$ cat src/design/dcache_pkg.sv
// address layout, request, lookup and writeback types, status codes
`default_nettype none

package dcache_pkg;

	localparam int addr_w = 64;
	localparam int offset_w = 6;
	localparam int index_w = 9;
	localparam int tag_w = 49;
	localparam int word_w = 64;
	localparam int words_per_line = 8;
	localparam int line_w = 512;
	localparam int num_sets = 512;
	localparam int num_ways = 2;

	typedef struct packed {
		logic [tag_w-1:0] tag;
		logic [index_w-1:0] index;
		logic [offset_w-1:0] offset;
	} addr_fields_t;

	// same address word, flat or split
	typedef union packed {
		logic [addr_w-1:0] raw;
		addr_fields_t f;
	} cache_addr_u;

	typedef enum logic [1:0] {
		op_none = 2'd0,
		op_read = 2'd1,
		op_write = 2'd2
	} cache_op_e;

	typedef struct packed {
		cache_op_e op;
		cache_addr_u addr;
		logic [word_w-1:0] wdata;
		logic [word_w/8-1:0] byte_en;
	} cache_req_t;

	typedef enum logic [1:0] {
		st_idle = 2'd0,
		st_wait = 2'd1, // transfer in flight
		st_hit = 2'd2,
		st_miss = 2'd3
	} cache_status_e;

	typedef struct packed {
		logic hit;
		logic hit_way;
		logic victim_way;
		logic victim_valid;
		logic victim_dirty;
		logic [tag_w-1:0] victim_tag;
	} lookup_t;

	typedef struct packed {
		logic [addr_w-1:0] addr; // line aligned
		logic [line_w-1:0] line;
	} wb_req_t;

endpackage

`default_nettype wire

$ cat src/design/mem_line_port.sv
// registered writeback and refill requests, start pulses, outstanding transfer flag
`timescale 1ns/1ns
`default_nettype none

module mem_line_port import dcache_pkg::*; (
	input wire clk,
	input wire reset,
	input wire issue_wb,
	input wire issue_fill,
	input wire cache_req_t req,
	input wire lookup_t lookup,
	input wire [line_w-1:0] victim_line,
	input wire wb_done,
	input wire fill_done,
	output logic wb_start,
	output wb_req_t wb,
	output logic fill_start,
	output logic [addr_w-1:0] fill_addr
);

	cache_addr_u victim_addr;
	cache_addr_u fill_line;
	logic busy_q;

	always_comb begin
		victim_addr.f.tag = lookup.victim_tag;
		victim_addr.f.index = req.addr.f.index;
		victim_addr.f.offset = '0;
		fill_line.raw = req.addr.raw;
		fill_line.f.offset = '0; // line aligned
	end

	always_ff @(posedge clk) begin
		if (reset) begin
			wb_start <= 1'b0;
			fill_start <= 1'b0;
			busy_q <= 1'b0;
		end else begin
			wb_start <= issue_wb;
			fill_start <= issue_fill;
			if (issue_wb || issue_fill)
				busy_q <= 1'b1;
			else if (wb_done || fill_done)
				busy_q <= 1'b0;
		end
	end

	always_ff @(posedge clk) begin
		if (issue_wb) begin
			wb.addr <= victim_addr.raw;
			wb.line <= victim_line;
		end
		if (issue_fill)
			fill_addr <= fill_line.raw;
	end

	a_single_transfer: assert property (@(posedge clk) disable iff (reset)
		(issue_wb || issue_fill) |-> !busy_q)
		else $error("Error %0t busy_q expected 0 got 1 at issue", $time);

	a_done_expected: assert property (@(posedge clk) disable iff (reset)
		(wb_done || fill_done) |-> busy_q)
		else $error("Error %0t busy_q expected 1 got 0 at done", $time);

endmodule

`default_nettype wire

$ cat config.mk
export PLATFORM = sky130hd
export DESIGN_NAME = mem_line_port
export DESIGN_NICKNAME = d
export VERILOG_FILES = /design/src/design/dcache_pkg.sv /design/src/design/mem_line_port.sv
export SDC_FILE = /design/constraint.sdc
export NUM_CORES = 1
export LEC_CHECK = 0
export BUFFER_PORTS_ARGS = -buffer_cell sky130_fd_sc_hd__buf_4
export CAP_MARGIN = 10
export CORE_AREA = 2 2 523 525
export DETAILED_ROUTE_END_ITERATION = 8
export DIE_AREA = 0 0 525 527
export REMOVE_ABC_BUFFERS = 1
export SYNTH_ARGS = -nofsm -noshare
export SYNTH_HDL_FRONTEND = slang
export SYNTH_SLANG_ARGS = --single-unit
$ cat constraint.sdc
create_clock -name clk -period 0.86 [get_ports clk]
set_clock_uncertainty 0.1 [all_clocks]
set_input_delay 0.086 -clock clk [delete_from_list [all_inputs] [get_ports clk]]
set_output_delay 0.086 -clock clk [all_outputs]
set_load 0.05 [all_outputs]
==> metrics, run 1 <==
status=complete, but fails checks; violated checks=negative setup slack; Worst slew margin=47.8%; Initial DRT Pass Iterations=5; Die Span X=525 um; number of routed nets with antenna violations=0; Area growth, synth to finish=157%; Avg Vias per Cell=around 2.7; Final Core Density=18.0%; Data arrival, critical path=about 1500 ps; critical path fanouts, max=1; slowest CP cell=edfxtp_1; setup bufs post-CTS=0; Overflow after GRT=0; GP Congestion=0.889; CP endpoint kind=output pin; Post-synth EDFFs=628; vias=roughly 18000; DIE AREA=277000 um2; crit path buf inv count=1; yosys warns=0; ys flop type=edfxtp_1; Top Ports=around 1400; endpoints failing hold=0; f_max=581 MHz; Seq cells post-synth=630; crit-path max cell delay=530 ps; CTS max path bufs=4; DRC=0; VDD IR max=1480 uV; sequential area share after synthesis=99.4%; initial DRC count=about 1100; final hold slack=2.08 ps; crit path launch type=register; async set or reset register ratio after synthesis=0%; worst hold path type=in -> reg; layout cells sized above 1=around 46%; Netlist cell types=5; Post-Syn Area=19000 um2; Leak=around 19 nW; most numerous cell in the Yosys netlist=edfxtp_1; global-route wire length before repair=234000 um; reported max-cap violation count=0; number of global-route vias before repair=19344; CP required=670 ps; initial core utilization=6.99%; antenna violations before repair=about 180; cell family with the largest share of critical-path delay=flip-flops; site row count=192; clk root buf=clkbuf_16; DP Wirelength=approximately 170000 um; synth top area cells=edfxtp_1 99%, buf_4 0.47%, dfxtp_1 0.21%; worst-margin pin slew=780 ps; part of the cycle the worst path needs=200%; area of the core=272000 um2; syn_area_per_cell=29.5 um2; CP Cell Sequence=buf_8; kind of critical path=reg -> out; Global Route Usage Sum=13.6%; final wirelength=195000 um; Tmin final=1720 ps; setup repair after global routing missed its margin=yes; pre-CTS setup slack=-452 ps; Worst-path clk slew=50 ps; TritonCTS buffer count=82; wire per inst=28.9 um; top cells by count, synth=628 x edfxtp_1, 12 x buf_4, 2 x dfxtp_1, 2 x nor2b_1, 1 x conb_1; top-area cell type share of the netlist area=slightly below 100%; Pwr per Cell Area=about 2000 nW/um2; post-synthesis instance total=645; CTS tree=yes; largest area contributor in the netlist=edfxtp_1; Final Max Slew Viols=0; IO buf count=between 1000 and 1500; htree depth=3; PnR worst setup slack=-862 ps; height of the chip=527 um; setup violators final=1061; largest net degree at the start of global routing=86; Post-layout nets=3756; FILL cells=between 20000 and 30000; clk sink count=630; post-route setup TNS=-449220 ps
## metal layers
metal  vias up  global-route usage, %  share of wire [%]
met5         -                      0               0.14
met4        42                   4.37                4.4
met3       411                   11.7                 20
met2      1425                   20.5                 41
met1      8544                   13.6                 34
li1       7499                      -                  -
## registers in the layout (all words and copies together), names as in the netlist
signal      count
wb            570
fill_addr      58
fill_start      1
wb_start        1
## worst paths after layout
path	startpoint	to	depth (start not counted)
min	victim_line[57]	wb[57]$_DFFE_PP_	2
max	wb[35]$_DFFE_PP_	wb[35]	1
## cell usage in the layout, fill, tap and decap left out
cell	count
buf_12	24
bufinv_16	10
buf_6	614
buf_4	648
dlygate4sd3_1	1022
clkbuf_1	12
clkinv_2	9
clkinvlp_4	6
inv_8	2
clkinv_8	1
clkinv_4	4
dfxtp_2	2
clkinv_1	9
conb_1	12
clkbuf_16	82
nor2b_1	2
diode_2	65
buf_8	10
inv_6	7
edfxtp_1	628
## area by class of cell
class                   count  area (um2)  share of cell area [%]
clock inverters            48         559                    1.14
flip-flops and latches    630       18900                    38.6
diodes                     65         163                   0.333
multi-input cells          14        57.6                   0.118
repair buffers           2318       22600                    46.3
clock buffers              94        2100                    4.29
well taps                3589        4490                    9.18
## power breakdown
| group | internal, mW | switching [mW] | total (mW) |
|---|---|---|---|
| Combinational | 9.47 | 15.3 | 24.8 |
| Sequential | 36.6 | 1.45 | 38.0 |
| Clock | 20.6 | 14.7 | 35.3 |
## cells by family (layout without fill, tap and decap cells)
kind of cell | count (synthesis) | count (layout) | share of synthesized area [%]
buffers and inverters | 12 | 2460 | 0.474
DFF | 630 | 630 | 99.4
other | 1 | 77 | 0.0197
and+or+nand+nor | 2 | 2 | 0.0658
## what timing repair did
action,4_1_cts,5_1_grt
hold buffers,1021,3
setup endpoints to repair,630,909
endpoints found under the hold margin,1258,133
gates cloned,0,0
gates resized for setup,630,7
## per-stage QoR
stage / instances / area [um2] / total power [mW]
2_1_floorplan: 644 / 19000 / 46.4
3_3_place_gp: 5527 / 33400 / 57.5
3_5_place_dp: 5527 / 33400 / 57.5
4_1_cts: 6690 / 48700 / 99.6
5_1_grt: 6720 / 48800 / 102
6_report: 6758 / 48900 / 98.1
Note: power is estimated with default switching activity, not from simulation.
==> inputs of run 2 (changes only) <==
--- a/config.mk
+++ b/config.mk
@@ -7,9 +7,10 @@
 export LEC_CHECK = 0
 export BUFFER_PORTS_ARGS = -buffer_cell sky130_fd_sc_hd__buf_4
 export CAP_MARGIN = 10
-export CORE_AREA = 2 2 523 525
+export CORE_AREA = 2 2 526 528
 export DETAILED_ROUTE_END_ITERATION = 8
-export DIE_AREA = 0 0 525 527
+export DIE_AREA = 0 0 528 530
+export PLACE_DENSITY = 0.35
 export REMOVE_ABC_BUFFERS = 1
 export SYNTH_ARGS = -nofsm -noshare
 export SYNTH_HDL_FRONTEND = slang
==> constraint.sdc (replaced) <==
create_clock -name clk -period 1.9 [get_ports clk]
set_clock_uncertainty 0.1 [all_clocks]
set_input_delay 0.19 -clock clk [delete_from_list [all_inputs] [get_ports clk]]
set_output_delay 0.19 -clock clk [all_outputs]
set_load 0.05 [all_outputs]
==> run 2 against run 1 <==
Effect of this change:
- clock power is 52% lower
- largest cell class unchanged
- sequential share of layout area is 2.3 points higher
- the flow now finishes without violations
- hold slack better by 76 ps
- highest routed layer unchanged
- combinational power is 59% lower
- non-clock buffer count is 41 lower
==> metrics, run 2 (synthesis results as in run 1) <==
total power=44.0 mW; grt met2 use=17.5%; pre-CTS setup slack=319 ps; CP Cell Sequence=buf_6; Area growth, synth to finish=143%; vias=17021; worst hold path type=in -> reg; area of the core=275000 um2; PnR worst setup slack=61.8 ps; HP Start=req[80]; height of the chip=530 um; layout cells sized above 1=46.2%; largest net degree at the start of global routing=between 50 and 60; clk sink count=630; Initial DRT Pass Iterations=4; Sw Pwr=about 14 mW; setup violators final=0; VDD IR max=approximately 630 uV; Leak=18.0 nW; GR Util met1=11.6%; initial DRC count=about 640; reported max-cap violation count=0; setup repair after global routing missed its margin=yes; Final Max Slew Viols=0; part of the cycle the worst path needs=96.7%; global-route wire length before repair=210000 um; post-route setup TNS=0 ps; CTS max path bufs=4; slowest CP cell=edfxtp_1; part of the power in registers=approximately two fifths; Pwr per Cell Area=953 nW/um2; grt met3 use=12.3%; Global Route Usage Sum=12.0%; number of routed nets with antenna violations=0; CP required=1610 ps; TritonCTS buffer count=92; CP endpoint kind=output pin; Most flops, register=wb; Data arrival, critical path=around 1600 ps; DRC=0; IO buf count=about 1300; most frequent cells in the layout=1271 x buf_4, 985 x dlygate4sd3_1, 628 x edfxtp_1; CTS tree=yes; site row count=193; crit path buf inv count=1; htree depth=3; Overflow after GRT=0; cell family with the largest share of critical-path delay=flip-flops; number of global-route vias before repair=18447; setup bufs post-CTS=0; clk root buf=clkbuf_16; GR peak layer=met2; status=finished clean; Int Power=approximately 30 mW; initial core utilization=approximately 7%; GP Congestion=between 0.7 and 0.8; endpoints failing hold=0; DIE AREA=280000 um2; kind of critical path=reg -> out; crit path launch type=register; most common cell after layout, fill and taps aside=buf_4; Die Span X=~530 um; Avg Vias per Cell=2.53; critical path fanouts, max=1; Worst-path clk slew=60 ps; wire per inst=26.1 um; Crit. Startpoint=wb[120]$_DFFE_PP_; Post-layout nets=approximately 3700; final hold slack=approximately 78 ps; Top Ports=1352; DP Wirelength=about 150000 um; crit-path max cell delay=roughly 520 ps; f_max=544 MHz; Largest register FFs=570; final wirelength=176000 um; antenna violations before repair=approximately 150; Sw Ratio=31.9%; Comb pwr share=23.1%; Tmin final=roughly 1800 ps; Clock power frac=roughly two fifths; Regs by FF count=wb: 570 flops, fill_addr: 58 flops
-- run 2: cell types whose count changed in the layout (fill, tap and decap cells not counted), sizes merged --
cell         before   now
clkbuf           94   109
dlygate4sd3    1022   985
clkinv           23    32
buf            1296  1292
diode            65    30
inv               9     4
bufinv           10     6
-- run 2: power by group through the flow --
stage                     Clock, mW  Combinational, mW  Sequential [mW]
after detailed placement          0               8.53             17.2
final                          16.9               10.2             17.0
after global routing           18.0               10.8             17.1
after global placement            0               8.55             17.3
after floorplan                   0             0.0525             21.0
after CTS                      17.7               10.4             17.0
-- run 2: final timing paths --
check / cells past startpoint / slack [ps] / to
hold / removal: 2 / 80 / wb[520]$_DFFE_PP_
setup / recovery: 1 / 60 / wb[120]
-- run 2: area by class of cell --
cell class	count	area (um2)
diodes	30	75.1
clock inverters	48	430
well taps	3607	4510
flip-flops and latches	630	18900
fillers	30196	229000
multi-input cells	14	57.6
clock buffers	109	2430
repair buffers	2277	19800
-- run 2: through the flow --
step,utilization (%),instances,cell area (um2)
floorplan,-,644,19000
finish,16.8,6715,46200
CTS,16.8,6685,46100
global route,16.8,6692,46100
detailed placement,12.1,5543,33300
global placement,12.1,5543,33300
-- run 2: what timing repair did --
action,in CTS,in global routing
setup endpoints to repair,7,2
gates resized for setup,7,0
hold buffers,985,0
endpoints found under the hold margin,954,0
cloned,0,0
-- run 2: layer usage --
metal	share of wire (%)	vias to the layer above
met5	0.20	-
met4	3.1	54
met3	22	374
met2	41	1174
met1	34	8013
li1	-	7406
==> inputs of run 3 (changes only) <==
--- a/config.mk
+++ b/config.mk
@@ -12,6 +12,7 @@
 export DIE_AREA = 0 0 528 530
 export PLACE_DENSITY = 0.35
 export REMOVE_ABC_BUFFERS = 1
+export SETUP_SLACK_MARGIN = 0.1
 export SYNTH_ARGS = -nofsm -noshare
 export SYNTH_HDL_FRONTEND = slang
 export SYNTH_SLANG_ARGS = --single-unit
==> run 3 against run 2 <==
Effect of this change:
- count of clock-buffer cells in the layout is the same
- hold slack worse by 4.2 ps
- non-clock buffer count is the same
- die area did not move
- fmax is 1.1% higher
- core utilization up 0.36 points
- clock power is essentially flat
- combinational power hardly changed
- first-iteration DRC count is 10% lower
- sequential share of layout area fell by 0.87 points
- via count fell by 0.26%
- routed wire length decreased by 0.14%
- critical path type unchanged
- largest cell class unchanged
- highest routed layer unchanged
==> metrics, run 3 (synthesis results as in run 1) <==
status=finished clean; Worst-path clk slew=approximately 50 ps; Global Route Usage Sum=12.0%; setup violators final=0; crit-path max cell delay=approximately 530 ps; endpoints failing hold=0; vias=approximately 17000; DIE AREA=280000 um2; reported max-cap violation count=0; slowest CP cell=edfxtp_1; Leak=18.3 nW; number of routed nets with antenna violations=0; Crit. Startpoint=wb[167]$_DFFE_PP_; Die Span X=around 530 um; clk root buf=clkbuf_16; part of the cycle the worst path needs=95.7%; crit path launch type=register; Placed Instance Area=between 30000 and 40000 um2; IO buf count=1252; Area growth, synth to finish=148%; Overflow after GRT=0; Avg Vias per Cell=between 2 and 3; Top Ports=around 1400; Most flops, register=wb; largest net degree at the start of global routing=approximately 60; antenna violations before repair=around 140; f_max=550 MHz; FILL cells=30145; final hold slack=73.5 ps; CTS tree=yes; most common cell after layout, fill and taps aside=buf_4; most frequent cells in the layout=1122 x buf_4, 985 x dlygate4sd3_1, 628 x edfxtp_1; Largest register FFs=570; site row count=193; Regs by FF count=wb: 570 flops, fill_addr: 58 flops; global-route wire length before repair=~210000 um; cell family with the largest share of critical-path delay=flip-flops; initial DRC count=577; DRC=0; htree depth=3; critical path fanouts, max=1; final instance area=around 47000 um2; CP Cell Sequence=buf_6; TritonCTS buffer count=92; CP endpoint=wb[167]; initial core utilization=6.92%; post-route setup TNS=0 ps; number of global-route vias before repair=18467; VDD IR max=630 uV; GP Congestion=slightly below 0.8; Pwr per Cell Area=941 nW/um2; clk sink count=630; height of the chip=530 um; layout cells sized above 1=46.2%; total power=roughly 44 mW; CTS max path bufs=4; CP endpoint kind=output pin; wire per inst=26.0 um; Post-layout nets=approximately 3700; Crit path depth=1; Data arrival, critical path=about 1500 ps; setup repair after global routing missed its margin=yes; final wirelength=between 150000 and 200000 um; Final Max Slew Viols=0; Tmin final=1820 ps; worst hold path type=in -> reg; kind of critical path=reg -> out; Initial DRT Pass Iterations=4; crit path buf inv count=1; DP Wirelength=151000 um; CP required=1610 ps; area of the core=~270000 um2
## run 3: routing by layer
| metal | vias to the layer above | part of all wire, % | track usage (%) |
|---|---|---|---|
| met5 | - | 0.20 | 0 |
| met4 | 54 | 3.1 | 3.24 |
| met3 | 328 | 23 | 12.4 |
| met2 | 1116 | 41 | 17.5 |
| met1 | 8043 | 34 | 11.6 |
| li1 | 7436 | - | - |
## run 3: layout make-up
cell class | instances | area (um2) | share of cell area [%]
clock inverters | 48 | 430 | 0.913
clock buffers | 109 | 2430 | 5.15
flip-flops and latches | 630 | 18900 | 40.1
well taps | 3607 | 4510 | 9.57
multi-input cells | 14 | 57.6 | 0.122
repair buffers | 2277 | 20700 | 43.9
diodes | 54 | 135 | 0.287
## run 3: through the flow
stage	std cells	setup slack [ps]	util (%)
6_report	6739	81.3	17.2
5_1_grt	6693	-24.9	17.1
4_1_cts	6685	-43.9	17.1
3_5_place_dp	5543	319	12.1
3_3_place_gp	5543	329	12.1
2_1_floorplan	644	1010	-
## run 3: repair_timing
| action | in CTS | in global routing |
|---|---|---|
| hold endpoints to repair | 954 | 0 |
| hold buffers | 985 | 0 |
| setup endpoints to repair | 155 | 39 |
| buffers inserted | 0 | 0 |
| resized for setup | 236 | 9 |
## run 3: worst min path at each step
stage,depth (start not counted),end,start
detailed placement,2,fill_start$_SDFF_PP0_,reset
finish,2,wb[520]$_DFFE_PP_,req[80]
CTS,2,wb[47]$_DFFE_PP_,victim_line[47]
floorplan,1,fill_start$_SDFF_PP0_,reset
global placement,1,wb[213]$_DFFE_PP_,victim_line[213]
global route,2,wb[175]$_DFFE_PP_,victim_line[175]
## run 3: where the power goes
part | total [mW] | switching [mW] | internal, mW
clock | 16.9 | 6.97 | 9.89
combinational | 10.5 | 6.64 | 3.81
sequential | 17.0 | 0.498 | 16.5
