===== config.mk =====
export PLATFORM = sky130hd
export DESIGN_NAME = miss_control
export DESIGN_NICKNAME = d
export VERILOG_FILES = /design/src/design/dcache_pkg.sv /design/src/design/miss_control.sv
export SDC_FILE = /design/constraint.sdc
export NUM_CORES = 1
export LEC_CHECK = 0
export BUFFER_PORTS_ARGS = -buffer_cell sky130_fd_sc_hd__buf_4
export CELL_PAD_IN_SITES_DETAIL_PLACEMENT = 0
export CELL_PAD_IN_SITES_GLOBAL_PLACEMENT = 1
export CORE_AREA = 2 2 79 81
export DETAILED_ROUTE_END_ITERATION = 7
export DIE_AREA = 0 0 81 83
export PLACE_DENSITY = 0.95
export SYNTH_ARGS = -nofsm -noshare
export SYNTH_HDL_FRONTEND = slang
export SYNTH_SLANG_ARGS = --single-unit

===== constraint.sdc =====
create_clock -name clk -period 1.9 [get_ports clk]
set_clock_uncertainty 0.1 [all_clocks]
set_input_delay 0.38 -clock clk [delete_from_list [all_inputs] [get_ports clk]]
set_output_delay 0.38 -clock clk [all_outputs]
set_load 0.02 [all_outputs]

===== src/design/dcache_pkg.sv =====
// address layout, request, lookup and writeback types, status codes
`default_nettype none

package dcache_pkg;

	localparam int addr_w = 64;
	localparam int offset_w = 6;
	localparam int index_w = 9;
	localparam int tag_w = 49;
	localparam int word_w = 64;
	localparam int words_per_line = 8;
	localparam int line_w = 512;
	localparam int num_sets = 512;
	localparam int num_ways = 2;

	typedef struct packed {
		logic [tag_w-1:0] tag;
		logic [index_w-1:0] index;
		logic [offset_w-1:0] offset;
	} addr_fields_t;

	// same address word, flat or split
	typedef union packed {
		logic [addr_w-1:0] raw;
		addr_fields_t f;
	} cache_addr_u;

	typedef enum logic [1:0] {
		op_none = 2'd0,
		op_read = 2'd1,
		op_write = 2'd2
	} cache_op_e;

	typedef struct packed {
		cache_op_e op;
		cache_addr_u addr;
		logic [word_w-1:0] wdata;
		logic [word_w/8-1:0] byte_en;
	} cache_req_t;

	typedef enum logic [1:0] {
		st_idle = 2'd0,
		st_wait = 2'd1, // transfer in flight
		st_hit = 2'd2,
		st_miss = 2'd3
	} cache_status_e;

	typedef struct packed {
		logic hit;
		logic hit_way;
		logic victim_way;
		logic victim_valid;
		logic victim_dirty;
		logic [tag_w-1:0] victim_tag;
	} lookup_t;

	typedef struct packed {
		logic [addr_w-1:0] addr; // line aligned
		logic [line_w-1:0] line;
	} wb_req_t;

endpackage

`default_nettype wire


===== src/design/miss_control.sv =====
// miss sequencing FSM through writeback and refill, requester status
`timescale 1ns/1ns
`default_nettype none

module miss_control import dcache_pkg::*; (
	input wire clk,
	input wire reset,
	input wire req_valid,
	input wire cache_req_t req,
	input wire inval_valid,
	input wire lookup_t lookup,
	input wire wb_done,
	input wire fill_done,
	output cache_status_e status,
	output logic install,
	output logic clean_victim,
	output logic touch_hit,
	output logic write_hit,
	output logic issue_wb,
	output logic issue_fill
);

	typedef enum logic [1:0] {
		s_idle,
		s_wait_wb,
		s_wait_fill
	} state_e;

	state_e state_q;
	state_e state_d;
	logic req_active;

	assign req_active = req_valid && req.op != op_none;

	always_comb begin
		state_d = state_q;
		status = st_idle;
		install = 1'b0;
		clean_victim = 1'b0;
		touch_hit = 1'b0;
		write_hit = 1'b0;
		issue_wb = 1'b0;
		issue_fill = 1'b0;
		case (state_q)
			s_idle: begin
				// snoop owns the cycle
				if (req_active && !inval_valid) begin
					if (lookup.hit) begin
						status = st_hit;
						touch_hit = 1'b1;
						write_hit = req.op == op_write;
					end else begin
						status = st_miss;
						if (lookup.victim_dirty) begin
							issue_wb = 1'b1;
							state_d = s_wait_wb;
						end else begin
							issue_fill = 1'b1;
							state_d = s_wait_fill;
						end
					end
				end
			end
			s_wait_wb: begin
				status = st_wait;
				if (wb_done) begin
					clean_victim = 1'b1; // next lookup sees a clean miss
					state_d = s_idle;
				end
			end
			s_wait_fill: begin
				status = st_wait;
				if (fill_done) begin
					install = 1'b1;
					state_d = s_idle;
				end
			end
			default: begin
				state_d = s_idle;
			end
		endcase
		if (!req_valid)
			status = st_idle;
		else if (inval_valid)
			status = st_miss;
	end

	always_ff @(posedge clk) begin
		if (reset)
			state_q <= s_idle;
		else
			state_q <= state_d;
	end

	// the victim must be clean once its writeback is done
	a_clean_after_wb: assert property (@(posedge clk) disable iff (reset)
		clean_victim |=> !lookup.victim_dirty)
		else $error("Error %0t lookup.victim_dirty expected 0 got 1 after writeback", $time);

endmodule

`default_nettype wire


==> results of run 1 <==
worst reg2reg max path, stage by stage (launching register included):
cell and delay (ps):
dfxtp_4 350, inv_2 50, ha_4 160, buf_4 140, o31ai_4 50, a31oi_1 130
a22o_1 240
cell type report:
type                       count  area (sq um)  area share, %
sequential                     2          47.5           8.00
inverter                       2          7.51           1.26
clock buffer                   3          41.3           6.95
timing repair buffer          20           150           25.3
tap                           75          93.8           15.8
multi-input combinational     27           254           42.7
where the power goes:
group,internal [uW],switching (uW)
Clock,134,33.9
Combinational,43.4,36.8
Sequential,41.7,1.60
repair_timing:
item / in CTS / in global routing
buffers inserted: 2 / 0
endpoints found under the setup margin: 3 / 4
gates resized for setup: 6 / 4
pin swaps: 2 / 0
routing by layer:
metal  vias up  wire, microns
met5         -              0
met2        18            377
li1        158              -
met1       132            418
met3         2            108
met4         0             27
placed cells by master, fill, tap and decap left out, drive strengths merged:
master,instances
a22o,2
a31oi,1
and2,3
and3b,1
buf,20
clkbuf,3
dfxtp,2
ha,4
inv,2
nand2,1
nand2b,4
nand3b,1
nor2,3
nor3,2
nor4,1
o21a,1
o21ai,1
o311a,1
o31ai,1
per-stage QoR:
stage	total power [uW]	setup TNS [ps]	area, sq um	cells
floorplan	80.7	0	279	31
global placement	115	0	508	124
detailed placement	116	0	508	124
CTS	300	0	589	129
global route	311	-41.7	594	129
finish	292	0	594	129
worst paths after layout:
kind / start / to / slack, ps
max: state_q[1] / status[0] / 50
min: state_q[0] / state_q[0] / 410
max reg2reg: state_q[1] / state_q[1] / 560
min reg2reg: state_q[0] / state_q[0] / 410
synth_stat cells, drive strengths merged:
master  count  area [sq um]
o21a        1          7.51
nor3        2          15.0
o21ai       1          8.76
o311a       1          10.0
nor4        1          12.5
nand2b      4          32.5
inv         2          7.51
dfxtp       2          40.0
o31ai       1          21.3
and2        3          18.8
a22o        2          17.5
a31oi       1          6.26
nand3b      1          7.51
nor2        3          11.3
nand2       1          3.75
ha          4          50.1
and3b       1          8.76
kinds of logic after synthesis:
kind of cell / synth area share (%)
AND/OR/NAND/NOR: 39.5
flip-flops: 14.4
AO/OA/AOI/OAI: 25.6
buffers and inverters: 2.69
adder cells (fa/ha/maj): 17.9
==> results.py, run 1 <==
metrics = {
    "power_and_ir_drop": {
        "p_per_area_nw_per_um2": 491,
        "p_leak_uw": 0.000240,
        "peakVddDrop_uv": 168,
    },
    "global_route": {
        "antenna_found_initial": 0,
        "grt.met2_usage_pct": 4.51,
        "use_met1_pct": 3.34,
        "gr-total-overflow": 0,
        "grt_max_degree": 6,
        "grt_pass1_vias": 320,
        "grt.busiest_layer": "met2",
        "grt_use_total_pct": 3.21,
        "grt_use_met3_pct": 1.85,
        "grt_pass1_wl_microns": 1530,
    },
    "synthesis": {
        "synthCells": 31,
        "synth_nets": 233,
        "postSynthAreaPerCell_sq_um": 9.00,
        "synth_cell_type_count": 19,
        "syn_area_sq_um": 279,
        "ys_seq_area_share_pct": 14.3,
        "ys_warn_count": 0,
        "synth-seq-cells": 2,
    },
    "cts": {
        "clock_latency_ps": 210,
        "cts_sinks": 2,
        "cts_tree": "built",
        "htree_levels": 1,
        "numCtsBuffers": 3,
        "path_clk_slew_ps": 30,
        "clock_path_buffers": 2,
        "root_buffer": "clkbuf_8",
        "cts_hold_buf": 0,
    },
    "floorplan": {
        "die_y_microns": 83,
        "dieArea_sq_um": 6720,
        "rows": 28,
        "initial_core_util_pct": 4.80,
        "die_x_microns": 81,
        "core_sq_um": 5820,
        "num_io_pins": 206,
    },
    "critical_path": {
        "crit_type": "flip-flop to primary output",
        "crit_slowest_cell": "dfxtp_4",
        "critPathRequiredTime_ps": 1420,
        "cpLargestDelayFamily": "compound AO/OA/AOI/OAI gates",
        "rr_worst_depth": 6,
        "max_stage_delay_ps": 350,
        "worst-path-buf-inv": 2,
        "end_kind": "primary output",
        "cp_max_fo": 4,
        "crit_cells": 6,
        "path_cells": "inv_2, ha_4, o21ai_4, nor3_2, o311a_1, buf_4",
        "cp.arrival_ps": 1370,
        "start_kind": "flip-flop",
    },
    "detailed_routing": {
        "first_pass_iters": 3,
        "via_per_inst": 2.40,
        "drc": 0,
        "drtAntennaViolNets": 0,
        "via_count": 310,
        "wirelength_microns": 931,
        "wl_per_cell_microns": 7.22,
        "drtIter0Drc": 2,
    },
    "cells_and_area": {
        "drive_gt1_share_pct": 63.0,
        "reg_top3": "state_q x2",
        "nFillCells": 697,
        "antenna_cells": 0,
        "largest-register": "state_q",
        "nNetsFinal": 258,
        "largest_reg_flops": 2,
        "syn_to_final_growth_pct": 113,
        "fin_util_pct": 10.2,
    },
    "timing": {
        "rsz0062_at_grt": "true",
        "finalSetupViolCount": 0,
        "worst_slew_pin_slew_ps": 287,
        "final.setup.worst_slack_ps": 53.1,
        "hold_violations": 0,
        "fmax_mhz": 541,
        "slew_violations": 0,
        "fin_crit_sh_pct": 97.2,
        "relSlewSlack_pct": 80.7,
        "period_needed_ps": 1850,
        "hold-worst-slack_ps": 410,
    },
    "placement": {
        "io_buffers": 17,
        "dpl.hpwl_microns": 776,
        "place_ws_ps": 108,
        "gp_congestion": 0.686,
    },
    "run": {
        "maxCapViolCount": 0,
    },
    "outcome": {
        "status": "complete, no violations",
    },
    "worst_hold_path": {
        "hold_depth": 1,
        "min-delay-path-class": "flip-flop to flip-flop",
    },
}
(Power assumes the default switching activity.)
==> inputs of run 2 (changes only) <==
- SETUP_SLACK_MARGIN: unset -> 0.2
==> run 2 against run 1 <==
Against the previous run: cell area increased by 18%; count of clock-buffer cells in the layout is the same; critical path depth unchanged; wire length is 12% higher; sequential power is 4% higher; combinational power rose by 28%; largest cell class unchanged; highest routed layer unchanged.
==> results.py, run 2 (synthesized netlist as in run 1, its figures left out) <==
metrics = {
    "detailed_routing": {
        "via_count": 339,
        "first_pass_iters": 1,
        "wl_per_cell_microns": 7.68,
        "via_per_inst": 2.49,
        "drtAntennaViolNets": 0,
        "drc": 0,
        "drtIter0Drc": 0,
        "wirelength_microns": 1050,
    },
    "critical_path": {
        "crit_cells": 6,
        "path_cells": "inv_2, ha_4, o21ai_4, nor3_4, o311a_1, buf_6",
        "crit_path_start": "state_q[0]",
        "r2r_slack_ps": 350,
        "cp_max_fo": 4,
        "max_stage_delay_ps": 330,
        "cpLargestDelayFamily": "compound AO/OA/AOI/OAI gates",
        "rr_worst_depth": 8,
        "cp-endpoint": "status[0]",
        "cp.arrival_ps": 1360,
        "worstReg2RegStart": "state_q[0]",
        "start_kind": "flip-flop",
        "crit_slowest_cell": "dfxtp_2",
        "end_kind": "primary output",
        "worst-path-buf-inv": 2,
        "r2r_end": "state_q[1]",
        "crit_type": "flip-flop to primary output",
        "critPathRequiredTime_ps": 1420,
    },
    "cts": {
        "cts_tree": "built",
        "numCtsBuffers": 3,
        "clock_path_buffers": 2,
        "htree_levels": 1,
        "path_clk_slew_ps": 30,
        "cts_sinks": 2,
        "cts_hold_buf": 0,
        "clock_latency_ps": 210,
        "root_buffer": "clkbuf_8",
    },
    "power_and_ir_drop": {
        "clockPowerShare_pct": 53.0,
        "p_leak_uw": 0.000285,
        "peakVddDrop_uv": 165,
        "swShare_pct": 25.7,
        "p_switching_uw": 81.3,
        "seq_power_share_pct": 14.2,
        "power.internal_uw": 235,
        "p_per_area_nw_per_um2": 450,
        "combPwrFrac_pct": 32.7,
        "p_total_uw": 316,
    },
    "floorplan": {
        "initial_core_util_pct": 4.80,
        "core_sq_um": 5820,
        "rows": 28,
        "num_io_pins": 206,
        "die_x_microns": 81,
        "die_y_microns": 83,
        "dieArea_sq_um": 6720,
    },
    "cells_and_area": {
        "largest_reg_flops": 2,
        "nFillCells": 689,
        "final_common_cell": "buf_4",
        "final_cells": 136,
        "antenna_cells": 0,
        "syn_to_final_growth_pct": 152,
        "reg_top3": "state_q x2",
        "nNetsFinal": 265,
        "drive_gt1_share_pct": 77.0,
        "mostFrequentLayoutCells": "buf_4, buf_6, nand2b_1, and2_4, clkbuf_8",
        "largest-register": "state_q",
    },
    "placement": {
        "dpl.hpwl_microns": 776,
        "gp_congestion": 0.686,
        "io_buffers": 17,
        "dpl.cell_count": 124,
    },
    "timing": {
        "rsz0062_at_grt": "true",
        "relSlewSlack_pct": 84.5,
        "finalSetupViolCount": 0,
        "period_needed_ps": 1840,
        "slew_violations": 0,
        "setup_tns_ps": 0,
        "worst_slew_pin_slew_ps": 231,
        "hold-worst-slack_ps": 454,
        "fmax_mhz": 544,
        "hold_violations": 0,
        "fin_crit_sh_pct": 96.7,
    },
    "global_route": {
        "gr-total-overflow": 0,
        "antenna_found_initial": 0,
        "grt_pass1_wl_microns": 1660,
        "grt_max_degree": 6,
        "grt_use_total_pct": 3.43,
        "grt_pass1_vias": 346,
    },
    "worst_hold_path": {
        "min-delay-path-class": "primary input to flip-flop",
    },
    "run": {
        "maxCapViolCount": 0,
    },
    "outcome": {
        "status": "complete, no violations",
    },
}
## run 2: cell count changes in the layout (fill, tap and decap cells not counted), moves of 2 or more
| cell | delta |
|---|---|
| dfxtp_4 | -2 |
| and2_4 | +2 |
| buf_6 | +6 |
| and2_1 | -2 |
| dfxtp_2 | +2 |
## run 2: power groups by stage
stage	registers, uW	logic (uW)	clock network (uW)
3_5_place_dp	45.4	70.5	0
4_1_cts	44.8	89.4	173
6_report	44.9	103	168
2_1_floorplan	45.2	35.6	0
3_3_place_gp	45.4	69.8	0
5_1_grt	45.0	111	179
## run 2: area by class of cell
| cell class | instances | area [sq um] | share of cell area, % |
|---|---|---|---|
| Multi-Input combinational cell | 27 | 292 | 41.5 |
| Timing Repair Buffer | 27 | 225 | 32.1 |
| Tap cell | 75 | 93.8 | 13.4 |
| Sequential cell | 2 | 42.5 | 6.06 |
| Clock buffer | 3 | 41.3 | 5.88 |
| Inverter | 2 | 7.51 | 1.07 |
## run 2: how the worst min path moves through the flow
stage / startpoint / end / slack [ps] / cells after the start
CTS: reset / state_q[0] / 450 / 3
floorplan: state_q[1] / state_q[1] / 400 / 1
finish: lookup[49] / state_q[1] / 450 / 3
detailed placement: state_q[1] / state_q[1] / 440 / 1
global route: lookup[49] / state_q[1] / 470 / 3
global placement: state_q[1] / state_q[1] / 440 / 1
## run 2: stage by stage
stage / utilization [%] / worst slack [ps] / cell area [sq um]
after CTS: 10.9 / 72.7 / 636
after global routing: 12.1 / 8.87 / 702
after floorplan: - / 187 / 279
final: 12.1 / 63.1 / 702
after detailed placement: 8.73 / 108 / 508
after global placement: 8.73 / 109 / 508
## run 2: repair_timing
action,4_1_cts,5_1_grt
setup buffers,6,3
resized for setup,11,12
setup endpoints to repair,6,8
pin swaps,4,2
## run 2: worst register-to-register path: cells and delay by family (launching register included)
family	cells	cell delay, ps
compound gates	3	420
fa+ha+maj	1	160
buf+inv	4	420
flops	1	330
## run 2: metal layers
layer | global-route usage (%) | share of wire (%)
met1 | 3.47 | 41
met2 | 5.11 | 46
met3 | 1.85 | 10
met4 | 2.77 | 2.6
met5 | 0 | 0
==> inputs of run 3 (changes only) <==
- SETUP_SLACK_MARGIN: 0.2 -> 0.4
==> run 3 against run 2 <==
Against the previous run: maximum frequency about the same; wire length up 5.6%; largest cell class unchanged; flip-flop and latch count unchanged; final cell count down 0.74%; die area unchanged; count of clock-buffer cells in the layout unchanged; critical path depth up 1; setup slack about the same; via count up 1.5%; worst hold slack better by 3.1 ps; global-route usage about the same; cell area up 0.71%.
==> results.py, run 3 (synthesized netlist as in run 1, its figures left out) <==
metrics = {
    "floorplan": {
        "num_io_pins": 206,
        "core_sq_um": 5820,
        "die_y_microns": 83,
        "rows": 28,
        "die_x_microns": 81,
        "dieArea_sq_um": 6720,
        "initial_core_util_pct": 4.80,
    },
    "critical_path": {
        "crit_slowest_cell": "dfxtp_2",
        "crit_type": "flip-flop to primary output",
        "cpMostUsedCell": "buf_4",
        "max_stage_delay_ps": 330,
        "cp.arrival_ps": 1360,
        "cp_max_fo": 3,
        "critPathRequiredTime_ps": 1420,
        "path_cells": "inv_2, ha_4, o21ai_4, buf_4, nor2_1, o21a_1, buf_4",
        "start_kind": "flip-flop",
        "end_kind": "primary output",
    },
    "timing": {
        "hold-worst-slack_ps": 457,
        "relSlewSlack_pct": 84.3,
        "rsz0062_at_grt": "true",
        "slew_violations": 0,
        "fin_crit_sh_pct": 96.7,
        "hold_violations": 0,
        "period_needed_ps": 1840,
        "fmax_mhz": 544,
        "final.setup.worst_slack_ps": 62.8,
        "setup_tns_ps": 0,
        "worst_slew_pin_slew_ps": 234,
        "finalSetupViolCount": 0,
    },
    "placement": {
        "io_buffers": 17,
        "place_ws_ps": 97.1,
        "dpl_cell_area_sq_um": 538,
        "dpl.hpwl_microns": 863,
        "gp_congestion": 0.628,
    },
    "detailed_routing": {
        "drt-met1-wl_microns": 461,
        "dr_wl_met2_microns": 515,
        "first_pass_iters": 4,
        "drtIter0Drc": 7,
        "drc": 0,
        "wirelength_microns": 1100,
        "wl_met3_microns": 93,
        "wl_per_cell_microns": 8.18,
        "via_per_inst": 2.55,
        "drtAntennaViolNets": 0,
        "via_count": 344,
        "top_layer": "met4",
    },
    "cells_and_area": {
        "antenna_cells": 0,
        "mostFrequentLayoutCells": "buf_4, buf_6, nand2b_1, ha_4, clkbuf_8",
        "final_area_sq_um": 707,
        "syn_to_final_growth_pct": 153,
        "fin_util_pct": 12.2,
        "largest_reg_flops": 2,
        "nFillCells": 704,
        "largest-register": "state_q",
        "reg_top3": "state_q x2",
        "final_common_cell": "buf_4",
        "drive_gt1_share_pct": 76.7,
        "nNetsFinal": 264,
    },
    "global_route": {
        "grt_use_total_pct": 3.41,
        "antenna_found_initial": 0,
        "grt_pass1_wl_microns": 1680,
        "gr-total-overflow": 0,
        "grt_pass1_vias": 351,
        "grt_max_degree": 6,
    },
    "power_and_ir_drop": {
        "peakVddDrop_uv": 100,
        "p_per_area_nw_per_um2": 440,
        "p_leak_uw": 0.000279,
    },
    "cts": {
        "path_clk_slew_ps": 30,
        "clock_latency_ps": 210,
        "cts_sinks": 2,
        "clock_path_buffers": 2,
        "cts_tree": "built",
        "root_buffer": "clkbuf_8",
        "numCtsBuffers": 3,
        "htree_levels": 1,
    },
    "worst_hold_path": {
        "min-delay-path-class": "primary input to flip-flop",
    },
    "outcome": {
        "status": "complete, no violations",
    },
    "run": {
        "maxCapViolCount": 0,
    },
}
==> run 3: changes by cell type in the layout (fill, tap and decap cells not counted) <==
cell,before,now
nand2_1,0,1
ha_2,1,0
ha_1,2,1
and2_2,0,1
buf_4,21,20
nand2_2,1,0
ha_4,1,3
nor3_4,1,0
nor3_2,1,2
and2_4,3,2
==> run 3: layout make-up <==
class                   count  area [sq um]  area share [%]
clock buffers               3          41.3            5.84
inverters                   2          7.51            1.06
multi-input cells          27           304            43.0
flip-flops and latches      2          42.5            6.02
well taps                  75          93.8            13.3
repair buffers             26           218            30.8
==> run 3: where the power goes <==
part / switching (uW) / internal (uW) / total [uW] / leakage (uW)
Clock: 34.4 / 134 / 168 / 0.0000216
Sequential: 0.992 / 43.9 / 44.9 / 0.0000172
Combinational: 45.7 / 52.1 / 97.8 / 0.000240
Total: 81.1 / 230 / 311 / 0.000279
==> run 3: per-layer routing <==
metal | up-vias | track usage, %
met5 | - | 0
met4 | 0 | 2.77
met3 | 4 | 1.20
met2 | 16 | 4.96
met1 | 153 | 3.93
li1 | 171 | -
==> run 3: worst max-delay path, delay by kind of cell (launching register included) <==
family	cells	cell delay, ps
buffers and inverters	3	360
AOI/OAI and AO/OA	2	240
adders and majority gates	1	170
DFF	1	330
and+or+nand+nor	1	40
==> run 3: metrics by stage <==
stage	cells	total power, uW
after CTS	134	311
after floorplan	31	87.1
after global placement	123	123
after global routing	135	324
after detailed placement	123	124
final	135	311
==> run 3: path summary, 6_finish.rpt <==
kind	from	endpoint	slack, ps	depth (start not counted)
worst max-delay path	state_q[1]	status[1]	60	7
worst min-delay path	reset	state_q[0]	460	3
worst max register to register	state_q[0]	state_q[1]	470	7
worst min register to register	state_q[0]	state_q[0]	510	2
==> run 3: repair_timing <==
action                                  4_1_cts  5_1_grt
pin swaps                                     5        1
gates resized for setup                       8        6
buffers inserted                              8        1
hold buffers                                  0        0
endpoints found under the setup margin        8        8
cloned                                        0        0
